--- src/rtl/alu_pkg.sv ---
package alu_pkg;

	////////////////////////////////////////////////////////////////////////////
	// Function codes
	////////////////////////////////////////////////////////////////////////////

	// Six-bit codes, loaded from the low bits of the switch word
	typedef enum logic [5:0] {
		FN_SRL = 6'h02,
		FN_SRA = 6'h03,
		FN_ADD = 6'h20,
		FN_SUB = 6'h22,
		FN_AND = 6'h24,
		FN_OR  = 6'h25,
		FN_XOR = 6'h26,
		FN_NOR = 6'h27
	} alu_funct_e;

	////////////////////////////////////////////////////////////////////////////
	// Switch word views
	////////////////////////////////////////////////////////////////////////////

	// Function view of the switches
	// Top two switches are don't care here
	typedef struct packed {
		logic [1:0] rsvd;
		alu_funct_e funct;
	} alu_fn_view_t;

	// Same eight switches, read as an operand or as a function load
	typedef union packed {
		logic [7:0]   operand;
		alu_fn_view_t fn;
	} alu_switch_u;

	////////////////////////////////////////////////////////////////////////////
	// Stage payloads
	////////////////////////////////////////////////////////////////////////////

	// Press strobes, one cycle each
	// Declared MSB first so bit n lines up with button n
	typedef struct packed {
		logic load_op;
		logic load_b;
		logic load_a;
	} btn_press_t;

	// Operation request into the ALU
	typedef struct packed {
		logic       valid;
		logic [7:0] a;
		logic [7:0] b;
		alu_funct_e funct;
	} alu_req_t;

	// Registered ALU result
	// Value and err hold between requests
	typedef struct packed {
		logic       valid;
		logic       err;
		logic [7:0] value;
	} alu_res_t;

endpackage

--- src/rtl/button_conditioner.sv ---
`timescale 1ns/1ns

module button_conditioner import alu_pkg::*; #(
	parameter int DEBOUNCE_CYCLES = 1_000_000
) (
	input  logic       clk,
	input  logic       i_arst_n,
	input  logic [2:0] i_bot,
	output btn_press_t o_press
);

	// Counter must reach DEBOUNCE_CYCLES-1
	localparam int               CNT_W    = $clog2(DEBOUNCE_CYCLES + 1);
	localparam logic [CNT_W-1:0] CNT_LAST = CNT_W'(DEBOUNCE_CYCLES - 1);

	logic [2:0]       sync_q1;
	logic [2:0]       sync_q2;
	logic [CNT_W-1:0] stable_cnt_q [3];
	logic [2:0]       level_q;
	logic [2:0]       level_d1_q;
	btn_press_t       press_q;

	////////////////////////////////////////////////////////////////////////////
	// Two-flop synchronizer
	////////////////////////////////////////////////////////////////////////////

	always_ff @(posedge clk or negedge i_arst_n) begin
		if (!i_arst_n) begin
			sync_q1 <= '0;
			sync_q2 <= '0;
		end else begin
			sync_q1 <= i_bot;
			sync_q2 <= sync_q1;
		end
	end

	////////////////////////////////////////////////////////////////////////////
	// Debounce, one counter per button
	////////////////////////////////////////////////////////////////////////////

	// Counts clocks the synced level differs from the accepted one
	// Any sample back at the accepted level restarts the count
	always_ff @(posedge clk or negedge i_arst_n) begin
		if (!i_arst_n) begin
			level_q <= '0;
			for (int i = 0; i < 3; i++) begin
				stable_cnt_q[i] <= '0;
			end
		end else begin
			for (int i = 0; i < 3; i++) begin
				if (sync_q2[i] == level_q[i]) begin
					stable_cnt_q[i] <= '0;
				end else if (stable_cnt_q[i] == CNT_LAST) begin
					// Held long enough, take the new level
					level_q[i]      <= sync_q2[i];
					stable_cnt_q[i] <= '0;
				end else begin
					stable_cnt_q[i] <= stable_cnt_q[i] + 1'b1;
				end
			end
		end
	end

	////////////////////////////////////////////////////////////////////////////
	// Rising edge of accepted level
	////////////////////////////////////////////////////////////////////////////

	always_ff @(posedge clk or negedge i_arst_n) begin
		if (!i_arst_n) begin
			level_d1_q <= '0;
			press_q    <= '0;
		end else begin
			level_d1_q <= level_q;
			// Release gives no strobe
			press_q    <= btn_press_t'(level_q & ~level_d1_q);
		end
	end

	assign o_press = press_q;

	// Strobe never stretches past one clock
	for (genvar g = 0; g < 3; g++) begin : g_press_chk
		assert property (@(posedge clk) disable iff (!i_arst_n)
			press_q[g] |=> !press_q[g])
			else $error("%0t press[%0d] held longer than one cycle", $time, g);
	end

endmodule

--- src/rtl/operand_latch.sv ---
`timescale 1ns/1ns

module operand_latch import alu_pkg::*; (
	input  logic        clk,
	input  logic        i_arst_n,
	input  alu_switch_u i_op,
	input  btn_press_t  i_press,
	output alu_req_t    o_req
);

	logic [7:0] a_q;
	logic [7:0] b_q;
	alu_funct_e funct_q;
	logic       valid_q;

	////////////////////////////////////////////////////////////////////////////
	// Operand and function registers
	////////////////////////////////////////////////////////////////////////////

	// Operand view of the switches
	always_ff @(posedge clk or negedge i_arst_n) begin
		if (!i_arst_n) begin
			a_q <= '0;
			b_q <= '0;
		end else begin
			if (i_press.load_a) begin
				a_q <= i_op.operand;
			end
			if (i_press.load_b) begin
				b_q <= i_op.operand;
			end
		end
	end

	// Function view, top two switches dropped
	// Button 2 latches the code and fires the request together
	always_ff @(posedge clk or negedge i_arst_n) begin
		if (!i_arst_n) begin
			funct_q <= FN_ADD;
			valid_q <= 1'b0;
		end else begin
			if (i_press.load_op) begin
				funct_q <= i_op.fn.funct;
			end
			valid_q <= i_press.load_op;
		end
	end

	////////////////////////////////////////////////////////////////////////////
	// Request out
	////////////////////////////////////////////////////////////////////////////

	// Same-cycle loads of A or B land before valid is seen
	assign o_req.valid = valid_q;
	assign o_req.a     = a_q;
	assign o_req.b     = b_q;
	assign o_req.funct = funct_q;

endmodule

--- src/rtl/alu_core.sv ---
`timescale 1ns/1ns

module alu_core import alu_pkg::*; (
	input  logic     clk,
	input  logic     i_arst_n,
	input  alu_req_t i_req,
	output alu_res_t o_res
);

	logic [7:0] value_d;
	logic       err_d;
	logic [2:0] shamt;
	alu_res_t   res_q;

	// Only three bits of B matter for shifts
	assign shamt = i_req.b[2:0];

	////////////////////////////////////////////////////////////////////////////
	// Operation decode
	////////////////////////////////////////////////////////////////////////////

	always_comb begin
		value_d = '0;
		err_d   = 1'b0;
		case (i_req.funct)
			FN_ADD: begin
				// Wraps at 8 bits with no carry kept
				value_d = i_req.a + i_req.b;
			end
			FN_SUB: begin
				value_d = i_req.a - i_req.b;
			end
			FN_AND: begin
				value_d = i_req.a & i_req.b;
			end
			FN_OR: begin
				value_d = i_req.a | i_req.b;
			end
			FN_XOR: begin
				value_d = i_req.a ^ i_req.b;
			end
			FN_NOR: begin
				value_d = ~(i_req.a | i_req.b);
			end
			FN_SRL: begin
				value_d = i_req.a >> shamt;
			end
			FN_SRA: begin
				// Sign bit of A fills from the top
				value_d = 8'($signed(i_req.a) >>> shamt);
			end
			default: begin
				// Unknown code gives zero and sets the flag
				value_d = '0;
				err_d   = 1'b1;
			end
		endcase
	end

	////////////////////////////////////////////////////////////////////////////
	// Result register
	////////////////////////////////////////////////////////////////////////////

	always_ff @(posedge clk or negedge i_arst_n) begin
		if (!i_arst_n) begin
			res_q <= '0;
		end else begin
			res_q.valid <= i_req.valid;
			// Value and err only move on a request
			if (i_req.valid) begin
				res_q.value <= value_d;
				res_q.err   <= err_d;
			end
		end
	end

	assign o_res = res_q;

	// Result valid trails request valid by exactly one clock
	assert property (@(posedge clk) disable iff (!i_arst_n)
		o_res.valid == $past(i_req.valid))
		else $error("%0t o_res.valid %b, expected %b", $time, o_res.valid,
			$past(i_req.valid));

endmodule

--- src/rtl/sseg_display.sv ---
`timescale 1ns/1ns

module sseg_display #(
	parameter int REFRESH_CYCLES = 50_000
) (
	input  logic       clk,
	input  logic       i_arst_n,
	input  logic [7:0] i_value,
	output logic [6:0] o_sseg,
	output logic [1:0] o_an
);

	localparam int               CNT_W    = $clog2(REFRESH_CYCLES + 1);
	localparam logic [CNT_W-1:0] CNT_LAST = CNT_W'(REFRESH_CYCLES - 1);

	logic [CNT_W-1:0] refresh_cnt_q;
	logic             digit_sel_q;
	logic [3:0]       nibble;

	////////////////////////////////////////////////////////////////////////////
	// Refresh timer and digit select
	////////////////////////////////////////////////////////////////////////////

	// Digit 0 first out of reset
	always_ff @(posedge clk or negedge i_arst_n) begin
		if (!i_arst_n) begin
			refresh_cnt_q <= '0;
			digit_sel_q   <= 1'b0;
		end else if (refresh_cnt_q == CNT_LAST) begin
			refresh_cnt_q <= '0;
			digit_sel_q   <= ~digit_sel_q;
		end else begin
			refresh_cnt_q <= refresh_cnt_q + 1'b1;
		end
	end

	// Anodes active low
	// 2'b10 lights the low nibble and 2'b01 the high one
	assign o_an   = digit_sel_q ? 2'b01 : 2'b10;
	assign nibble = digit_sel_q ? i_value[7:4] : i_value[3:0];

	////////////////////////////////////////////////////////////////////////////
	// Hex to segments
	////////////////////////////////////////////////////////////////////////////

	// Active high, bit 6 is g down to bit 0 is a
	always_comb begin
		case (nibble)
			4'h0: o_sseg = 7'h3f;
			4'h1: o_sseg = 7'h06;
			4'h2: o_sseg = 7'h5b;
			4'h3: o_sseg = 7'h4f;
			4'h4: o_sseg = 7'h66;
			4'h5: o_sseg = 7'h6d;
			4'h6: o_sseg = 7'h7d;
			4'h7: o_sseg = 7'h07;
			4'h8: o_sseg = 7'h7f;
			4'h9: o_sseg = 7'h6f;
			4'ha: o_sseg = 7'h77;
			// Lower case b and d to tell them from 8 and 0
			4'hb: o_sseg = 7'h7c;
			4'hc: o_sseg = 7'h39;
			4'hd: o_sseg = 7'h5e;
			4'he: o_sseg = 7'h79;
			default: o_sseg = 7'h71;
		endcase
	end

	////////////////////////////////////////////////////////////////////////////
	// Checks
	////////////////////////////////////////////////////////////////////////////

	// One digit lit at a time
	assert property (@(posedge clk)
		$onehot(~o_an))
		else $error("%0t o_an %b, expected one low bit", $time, o_an);

endmodule

--- src/rtl/alu_board_top.sv ---
`timescale 1ns/1ns

module alu_board_top import alu_pkg::*; #(
	parameter int DEBOUNCE_CYCLES = 1_000_000,
	parameter int REFRESH_CYCLES  = 50_000
) (
	input  logic       clk,
	input  logic       i_arst_n,
	input  logic [7:0] i_op,
	input  logic [2:0] i_bot,
	output logic [7:0] o_led,
	output logic       o_err,
	output logic [6:0] o_sseg,
	output logic [1:0] o_an
);

	alu_switch_u op_word;
	btn_press_t  press;
	alu_req_t    req;
	alu_res_t    res;

	// Raw switches, decoded downstream in two ways
	assign op_word = i_op;

	////////////////////////////////////////////////////////////////////////////
	// Stage chain
	////////////////////////////////////////////////////////////////////////////

	// Buttons to press strobes
	button_conditioner #(
		.DEBOUNCE_CYCLES(DEBOUNCE_CYCLES)
	) u_button_conditioner (
		.clk     (clk),
		.i_arst_n(i_arst_n),
		.i_bot   (i_bot),
		.o_press (press)
	);

	// Strobes to operation request
	operand_latch u_operand_latch (
		.clk     (clk),
		.i_arst_n(i_arst_n),
		.i_op    (op_word),
		.i_press (press),
		.o_req   (req)
	);

	alu_core u_alu_core (
		.clk     (clk),
		.i_arst_n(i_arst_n),
		.i_req   (req),
		.o_res   (res)
	);

	// Result on two hex digits
	sseg_display #(
		.REFRESH_CYCLES(REFRESH_CYCLES)
	) u_sseg_display (
		.clk     (clk),
		.i_arst_n(i_arst_n),
		.i_value (res.value),
		.o_sseg  (o_sseg),
		.o_an    (o_an)
	);

	assign o_led = res.value;
	assign o_err = res.err;

endmodule

--- config.mk ---
export PLATFORM = sky130hd
export DESIGN_NAME = alu_board_top
export DESIGN_NICKNAME = d
export VERILOG_FILES = /design/src/rtl/alu_pkg.sv /design/src/rtl/button_conditioner.sv /design/src/rtl/operand_latch.sv /design/src/rtl/alu_core.sv /design/src/rtl/sseg_display.sv /design/src/rtl/alu_board_top.sv
export SDC_FILE = /design/constraint.sdc
export NUM_CORES = 1
export LEC_CHECK = 0
export ABC_AREA = 1
export BUFFER_PORTS_ARGS = -buffer_cell sky130_fd_sc_hd__buf_2
export CAP_MARGIN = 20
export CORE_MARGIN = 2
export CORE_UTILIZATION = 33
export CTS_CLUSTER_SIZE = 30
export DETAILED_ROUTE_END_ITERATION = 10
export GPL_TIMING_DRIVEN = 1
export PLACE_DENSITY_LB_ADDON = 0.3
export SLEW_MARGIN = 0
export SYNTH_ARGS = -nofsm -noshare
export SYNTH_HDL_FRONTEND = slang
export SYNTH_SLANG_ARGS = --single-unit
--- constraint.sdc ---
create_clock -name clk -period 5.21 [get_ports clk]
set_clock_uncertainty 0.15 [all_clocks]
set_input_delay 0.521 -clock clk [delete_from_list [all_inputs] [get_ports clk]]
set_output_delay 0.521 -clock clk [all_outputs]
set_load 0.02 [all_outputs]
==> results of run 1 <==
## state kept, by name (all words and copies together) (netlist names)
register,flops
u_button_conditioner.stable_cnt_q,60
u_operand_latch.a_q,8
u_sseg_display.digit_sel_q,1
u_alu_core.o_res,9
u_sseg_display.refresh_cnt_q,16
u_operand_latch.funct_q,6
u_button_conditioner.sync_q1,3
u_operand_latch.b_q,8
u_operand_latch.valid_q,1
u_button_conditioner.o_press,3
u_button_conditioner.level_q,3
u_button_conditioner.sync_q2,3
u_button_conditioner.level_d1_q,3
## metrics by stage
step / cells / cell area [µm²]
after floorplan: 949 / 7400
after global placement: 1247 / 7850
after detailed placement: 1247 / 7850
after CTS: 1277 / 8460
after global routing: 1277 / 8460
final: 1278 / 8470
## per-layer routing
metal,share of wire,vias to the layer above
met5,0.00069,-
met4,0.0099,2
met3,0.039,14
met2,0.44,86
met1,0.51,2739
li1,-,3097
## kinds of logic (layout without fill, tap and decap cells)
family,Yosys count,after routing
AO/OA/AOI/OAI,88,88
XOR/XNOR,50,50
adder cells (fa/ha/maj),36,36
buffers and inverters,148,196
flip-flops,124,124
other,0,1
AND/OR/NAND/NOR,503,503
## cell usage after synthesis, types with 2 or more instances
library cell,instances
buf_2,3
nand3b_1,5
nand3_1,52
dfrtp_1,123
nor2_2,6
nand3_2,8
nand4_1,23
nor3_2,2
o21ai_0,58
inv_2,2
or2_2,2
nor2_1,133
inv_1,131
o211ai_1,2
ha_1,35
nor3b_2,5
a21oi_1,19
xor2_1,36
clkbuf_1,5
nor3_1,26
xnor2_1,14
nand2_1,218
buf_4,4
a31oi_1,3
nor4_1,6
a41oi_1,2
nor2_4,7
nand3b_4,3
nor3_4,4
clkinv_1,2
## critical path: stages (launching register included)
cell,delay (ns)
dfrtp_1,0.42
inv_1,0.12
or2_2,0.28
o21ai_0,0.24
inv_1,0.17
ha_1,0.25
inv_1,0.07
o21ai_0,0.10
o21ai_0,0.19
buf_2,0.19
## report_power, final
part | total (mW) | internal [mW] | switching, mW
clock network | 1.24 | 0.809 | 0.433
logic | 0.0476 | 0.0111 | 0.0364
registers | 0.978 | 0.972 | 0.00632
## final timing paths
path | from | end | slack (ns) | depth (start not counted)
min in group clk | i_bot[0] | u_button_conditioner.sync_q1[0] | 0.06 | 1
worst max-delay path | u_sseg_display.digit_sel_q | o_sseg[0] | 2.11 | 9
worst max register to register | u_operand_latch.b_q[1] | u_alu_core.o_res[5] | 2.26 | 15
max in group asynchronous | i_arst_n | u_button_conditioner.sync_q1[1] | 3.89 | 2
worst min-delay path | i_arst_n | u_alu_core.o_res[8] | 0.03 | 1
worst min register to register | u_button_conditioner.sync_q1[1] | u_button_conditioner.sync_q2[1] | 0.20 | 0
## cells in the final DEF (no fill, tap or decap), types with 4 or more instances in the layout
master and instances:
nand2_1 218, nor2_1 133, inv_1 131, dfrtp_1 123
o21ai_0 58, nand3_1 52, xor2_1 36, ha_1 35
buf_2 29, nor3_1 26, nand4_1 23, a21oi_1 19
clkbuf_16 17, xnor2_1 14, nand3_2 8, nor2_4 7
nor4_1 6, nor2_2 6, nor3b_2 5, nand3b_1 5
nor3_4 4, bufinv_16 4
## cell type report
type,count,area (µm²),share of cell area
diodes,1,2.50,0.000296
clock buffers,20,447,0.0528
clock inverters,10,166,0.0197
inverters,135,507,0.0598
multi-input cells,677,3730,0.440
flip-flops and latches,124,3100,0.367
well taps,280,350,0.0414
repair buffers,31,164,0.0194
==> summary.md, run 1 <==
| Metric | Value |
|---|---|
| I/O Buffers | `30` |
| Nets | `1,035` |
| Hold Path Class | `in -> async` |
| Slew Viols, Final | `0` |
| Row count | `54` |
| H-tree levels | `4` |
| Setup_tns | `0 ns` |
| Num CTS Buffers | `17` |
| GRT met2 Usage | `0.227` |
| Drt drc | `0` |
| WS Path Type | `reg -> out` |
| Tmin final | `3.10 ns` |
| Final worst slack | `2.11 ns` |
| Final Hold Fails | `0` |
| Multiplexer share of the synthesized area | `0` |
| Largest area contributor in the netlist | `dfrtp_1` |
| Number of synthesized flops with an enable pin | `0` |
| Slew headroom | `0.454` |
| Ys flop type | `dfrtp_1` |
| Largest net degree at the start of global routing | `88` |
| Total number of vias | `5,938` |
| Largest family of logic cells by synthesized area | `simple AND/OR/NAND/NOR gates` |
| Synthesized flop and latch total | `124` |
| Syn-to-layout area delta | `14.3%` |
| VDD IR-drop max | `0.195 mV` |
| Die Area | `0.0237 mm²` |
| Die H | `154 µm` |
| Final Core Density | `0.387` |
| Max_cap viols | `0` |
| Power Total | `2.27 mW` |
| Mean routed wirelength per cell | `12.5 µm` |
| Vias in the first global route | `5,930` |
| Final setup fails | `0` |
| Clk sink count | `124` |
| CTS tree | `yes` |
| Core Box Area | `0.0219 mm²` |
| Initial antenna violation count | `1` |
| CTS Root Cell | `clkbuf_16` |
| Post-CTS Hold Fix Bufs | `0` |
| CP Data Required Time | `4.54 ns` |
| Hold slack | `0.0323 ns` |
| Initial Util | `0.338` |
| CP max FO | `7` |
| Outcome | `complete, no violations` |
| RSZ-0062 raised after global routing | `false` |
| PD cells | `268 mW/mm²` |
| Yosys warns | `0` |
| Complex-gate fraction of the synthesized area | `0.0627` |
| GR Util All Layers | `0.147` |
| I/O pin total | `31` |
| Synthesized area | `0.00740 mm²` |
| Period utilisation layout | `0.594` |
| GR Util met3 | `0.0349` |
| Area contributors post-synth | `dfrtp_1 42%, nand2_1 11%, nor2_1 6.7%` |
| Synth cell types | `40` |
| P_leak | `4.17 nW` |
| DRT iter0 DRCs | `417` |
| Share of cells above drive strength 1 | `0.0993` |
| Worst skew pair latency | `0.42 ns` |
| Met1 usage | `0.205` |
| Total grt overflow | `0` |
| GP Congestion | `0.859` |
| Post-synthesis cell count | `949` |
| Die W | `154 µm` |
| Fmax | `323 MHz` |
| Vias per Instance | `4.65` |
| Sequential fraction of the synthesis area | `0.419` |
| Fillers | `2,293` |
| Post-route ant nets | `0` |
| Post-Synth Adder-Cell Area | `0.0618` |
| Syn Nets | `998` |
| Clock transition at the registers of the reported paths | `0.06 ns` |
| Synth Area in XOR/XNOR | `0.0591` |
| Worst slack, placed | `2.32 ns` |
| Crit end category | `primary output` |
| Final HPWL DP | `11,700 µm` |
| GRT busiest layer | `met2` |
| Pre-antenna DRT Iters | `5` |
| Startpoint Class | `flop` |
| Bufs on Longest Clock Path | `2` |
| WL final | `16,000 µm` |
| Synthesized area per cell | `7.80 µm²` |
| WP data arrival | `2.42 ns` |
| Post-CTS resize count | `0` |
| Top-area cell type share of the netlist area | `0.416` |
| Worst-Margin Slew | `0.819 ns` |
| Synth Area in Simple Gates | `0.320` |
| Post-CTS Setup Bufs | `0` |
| Asr flop ratio synth | `1.00` |
| First-pass GRT wire length | `28,600 µm` |
No activity file was read; power rests on OpenSTA's default activity.
==> inputs of run 2 (changes only) <==
==> constraint.sdc (replaced) <==
create_clock -name clk -period 3.2 [get_ports clk]
set_clock_uncertainty 0.15 [all_clocks]
set_input_delay 0.32 -clock clk [delete_from_list [all_inputs] [get_ports clk]]
set_output_delay 0.32 -clock clk [all_outputs]
set_load 0.02 [all_outputs]
==> run 2 against run 1 <==
  * Sequential share of layout area down 0.49 points
  * Non-clock buffer count up 12
  * First-iteration DRC count down 15%
  * Global-route usage down 0.30 points
  * Largest power group unchanged
  * Critical path depth unchanged
  * Die area unchanged
  * Routed wire length up 0.16%
  * Highest routed layer unchanged
  * Design area up 1.4%
  * Hold slack worse by 0.023 ns
  * Critical path type unchanged
==> summary.md, run 2 (same netlist as run 1, synthesis figures left out) <==
| Metric | Value |
|---|---|
| Outcome | `complete, no violations (unchanged)` |
| Mean routed wirelength per cell | `12.4 µm (was 12.5 µm)` |
| H-tree levels | `4 (unchanged)` |
| Worst slack, placed | `0.574 ns (was 2.32 ns)` |
| Total stage count of the critical path | `9 (unchanged)` |
| Drt drc | `0 (unchanged)` |
| Share of cells above drive strength 1 | `0.108 (was 0.0993)` |
| Clock transition at the registers of the reported paths | `0.06 ns (about the same)` |
| CTS tree | `yes (unchanged)` |
| PD cells | `432 mW/mm² (was 268 mW/mm²)` |
| Final Hold Fails | `0 (unchanged)` |
| Crit-path slowest cell | `dfrtp_1 (unchanged)` |
| Commonest cells after routing, fill and taps aside | `218 x nand2_1, 133 x nor2_1, 131 x inv_1 (unchanged)` |
| Power Total | `3.71 mW (was 2.27 mW)` |
| Final Core Density | `0.392 (was 0.387)` |
| CP max stage delay | `0.42 ns (about the same)` |
| Worst-Margin Slew | `0.658 ns (was 0.819 ns)` |
| Startpoint Class | `flop (unchanged)` |
| Finished Layout Cells | `1,292 (was 1,278)` |
| Pre-antenna DRT Iters | `5 (unchanged)` |
| I/O pin total | `31 (unchanged)` |
| Largest register FFs | `60 (unchanged)` |
| Critical path's top delay family | `buffers and inverters (unchanged)` |
| First-pass GRT wire length | `28,000 µm (was 28,600 µm)` |
| Final setup fails | `0 (unchanged)` |
| Vias in the first global route | `5,788 (was 5,930)` |
| Bufs on Longest Clock Path | `2 (unchanged)` |
| Clk sink count | `124 (unchanged)` |
| GR Util All Layers | `0.144 (was 0.147)` |
| Hold path cells | `3` |
| Row count | `54 (unchanged)` |
| I/O Buffers | `30 (unchanged)` |
| CTS Root Cell | `clkbuf_16 (unchanged)` |
| Hold slack | `0.00942 ns (was 0.0323 ns)` |
| WP data arrival | `2.39 ns (was 2.42 ns)` |
| CP max FO | `7 (unchanged)` |
| Die Area | `0.0237 mm² (unchanged)` |
| Max_cap viols | `0 (unchanged)` |
| RSZ-0062 raised after global routing | `false (unchanged)` |
| Nets | `1,047 (was 1,035)` |
| Most common cell after layout, fill and taps aside | `nand2_1 (unchanged)` |
| Design area | `0.00858 mm² (was 0.00847 mm²)` |
| Buf/Inv on CP | `4 (unchanged)` |
| Final worst slack | `0.335 ns (was 2.11 ns)` |
| VDD IR-drop max | `0.315 mV (was 0.195 mV)` |
| WS Path Type | `reg -> out (unchanged)` |
| Placed Instance Area | `0.00790 mm² (was 0.00785 mm²)` |
| Tmin final | `2.86 ns` |
| Largest net degree at the start of global routing | `65 (was 88)` |
| P_leak | `4.23 nW (was 4.17 nW)` |
| GP Congestion | `0.892 (was 0.859)` |
| Post-CTS Setup Bufs | `0 (unchanged)` |
| WL final | `16,000 µm (about the same)` |
| Initial Util | `0.338 (unchanged)` |
| Setup_tns | `0 ns (unchanged)` |
| Total number of vias | `6,040 (was 5,938)` |
| Post-route ant nets | `0 (unchanged)` |
| Initial antenna violation count | `2 (was 1)` |
| Largest Register | `u_button_conditioner.stable_cnt_q (unchanged)` |
| Slew headroom | `0.557 (was 0.454)` |
| DP Cell Count | `1,253 (was 1,247)` |
| Slew Viols, Final | `0 (unchanged)` |
| Post-CTS Hold Fix Bufs | `6 (was 0)` |
| Die W | `154 µm (unchanged)` |
| CP Data Required Time | `2.73 ns (was 4.54 ns)` |
| Fmax | `349 MHz` |
| Vias per Instance | `4.67 (was 4.65)` |
| Worst skew pair latency | `0.42 ns (about the same)` |
| Syn-to-layout area delta | `15.9% (was 14.3%)` |
| Total grt overflow | `0 (unchanged)` |
| Num CTS Buffers | `17 (unchanged)` |
| Die H | `154 µm (unchanged)` |
| Hold Path Class | `in -> reg (was in -> async)` |
| Period utilisation layout | `0.895` |
| DRT iter0 DRCs | `353 (was 417)` |
| Crit path cell chain | `inv_1 -> or2_2 -> o21ai_0 -> inv_1 -> ha_1 -> inv_1 -> o21ai_0 -> o21ai_0 -> buf_2 (unchanged)` |
| Worst reg-to-reg path cell count | `17 (was 15)` |
| Post-CTS resize count | `0 (unchanged)` |
| Crit end category | `primary output (unchanged)` |
| Final HPWL DP | `12,100 µm (was 11,700 µm)` |
| Core Box Area | `0.0219 mm² (unchanged)` |
[run 2: cell types whose count changed in the layout (fill, tap and decap cells not counted), sizes merged]
cell | previous run | this run
dlygate4sd3 | 0 | 6
clkinvlp | 2 | 1
buf | 31 | 37
bufinv | 4 | 3
clkbuf | 20 | 18
inv | 134 | 138
clkinv | 5 | 7
[run 2: final cells by class]
class,count,area (µm²)
Timing Repair Buffer,43,269
Multi-Input combinational cell,677,3730
Antenna cell,1,2.50
Clock buffer,18,439
Inverter,135,507
Fill cell,2263,13300
Tap cell,280,350
Clock inverter,14,184
Sequential cell,124,3100
[run 2: layer usage]
layer / up-vias / share of wire / GRT usage
met4: 2 / 0.013 / 0.0433
met1: 2795 / 0.51 / 0.206
met2: 93 / 0.44 / 0.216
met5: - / 0.00081 / 0
met3: 20 / 0.045 / 0.0364
li1: 3130 / - / -
[run 2: power breakdown]
part	switching [mW]	internal, mW
Combinational	0.0615	0.0253
Clock	0.767	1.26
Sequential	0.0105	1.58
[run 2: final timing paths]
path / startpoint / end / slack, ns
worst max-delay path: u_sseg_display.digit_sel_q / o_sseg[0] / 0.34
worst min-delay path: i_op[3] / u_operand_latch.a_q[3] / 0.009
worst max register to register: u_operand_latch.b_q[1] / u_alu_core.o_res[7] / 0.57
worst min register to register: u_button_conditioner.sync_q1[1] / u_button_conditioner.sync_q2[1] / 0.20
max in group asynchronous: i_arst_n / u_button_conditioner.stable_cnt_q[8] / 1.84
min in group asynchronous: i_arst_n / u_sseg_display.refresh_cnt_q[11] / 0.30
[run 2: worst reg2reg max path, delay by kind of cell (launching register included)]
kind | cells | cell delay, ns
AO/OA/AOI/OAI | 2 | 0.52
adder cells (fa/ha/maj) | 2 | 0.49
AND/OR/NAND/NOR | 7 | 0.44
flip-flops | 1 | 0.37
buffers and inverters | 5 | 0.36
XOR/XNOR | 1 | 0.18
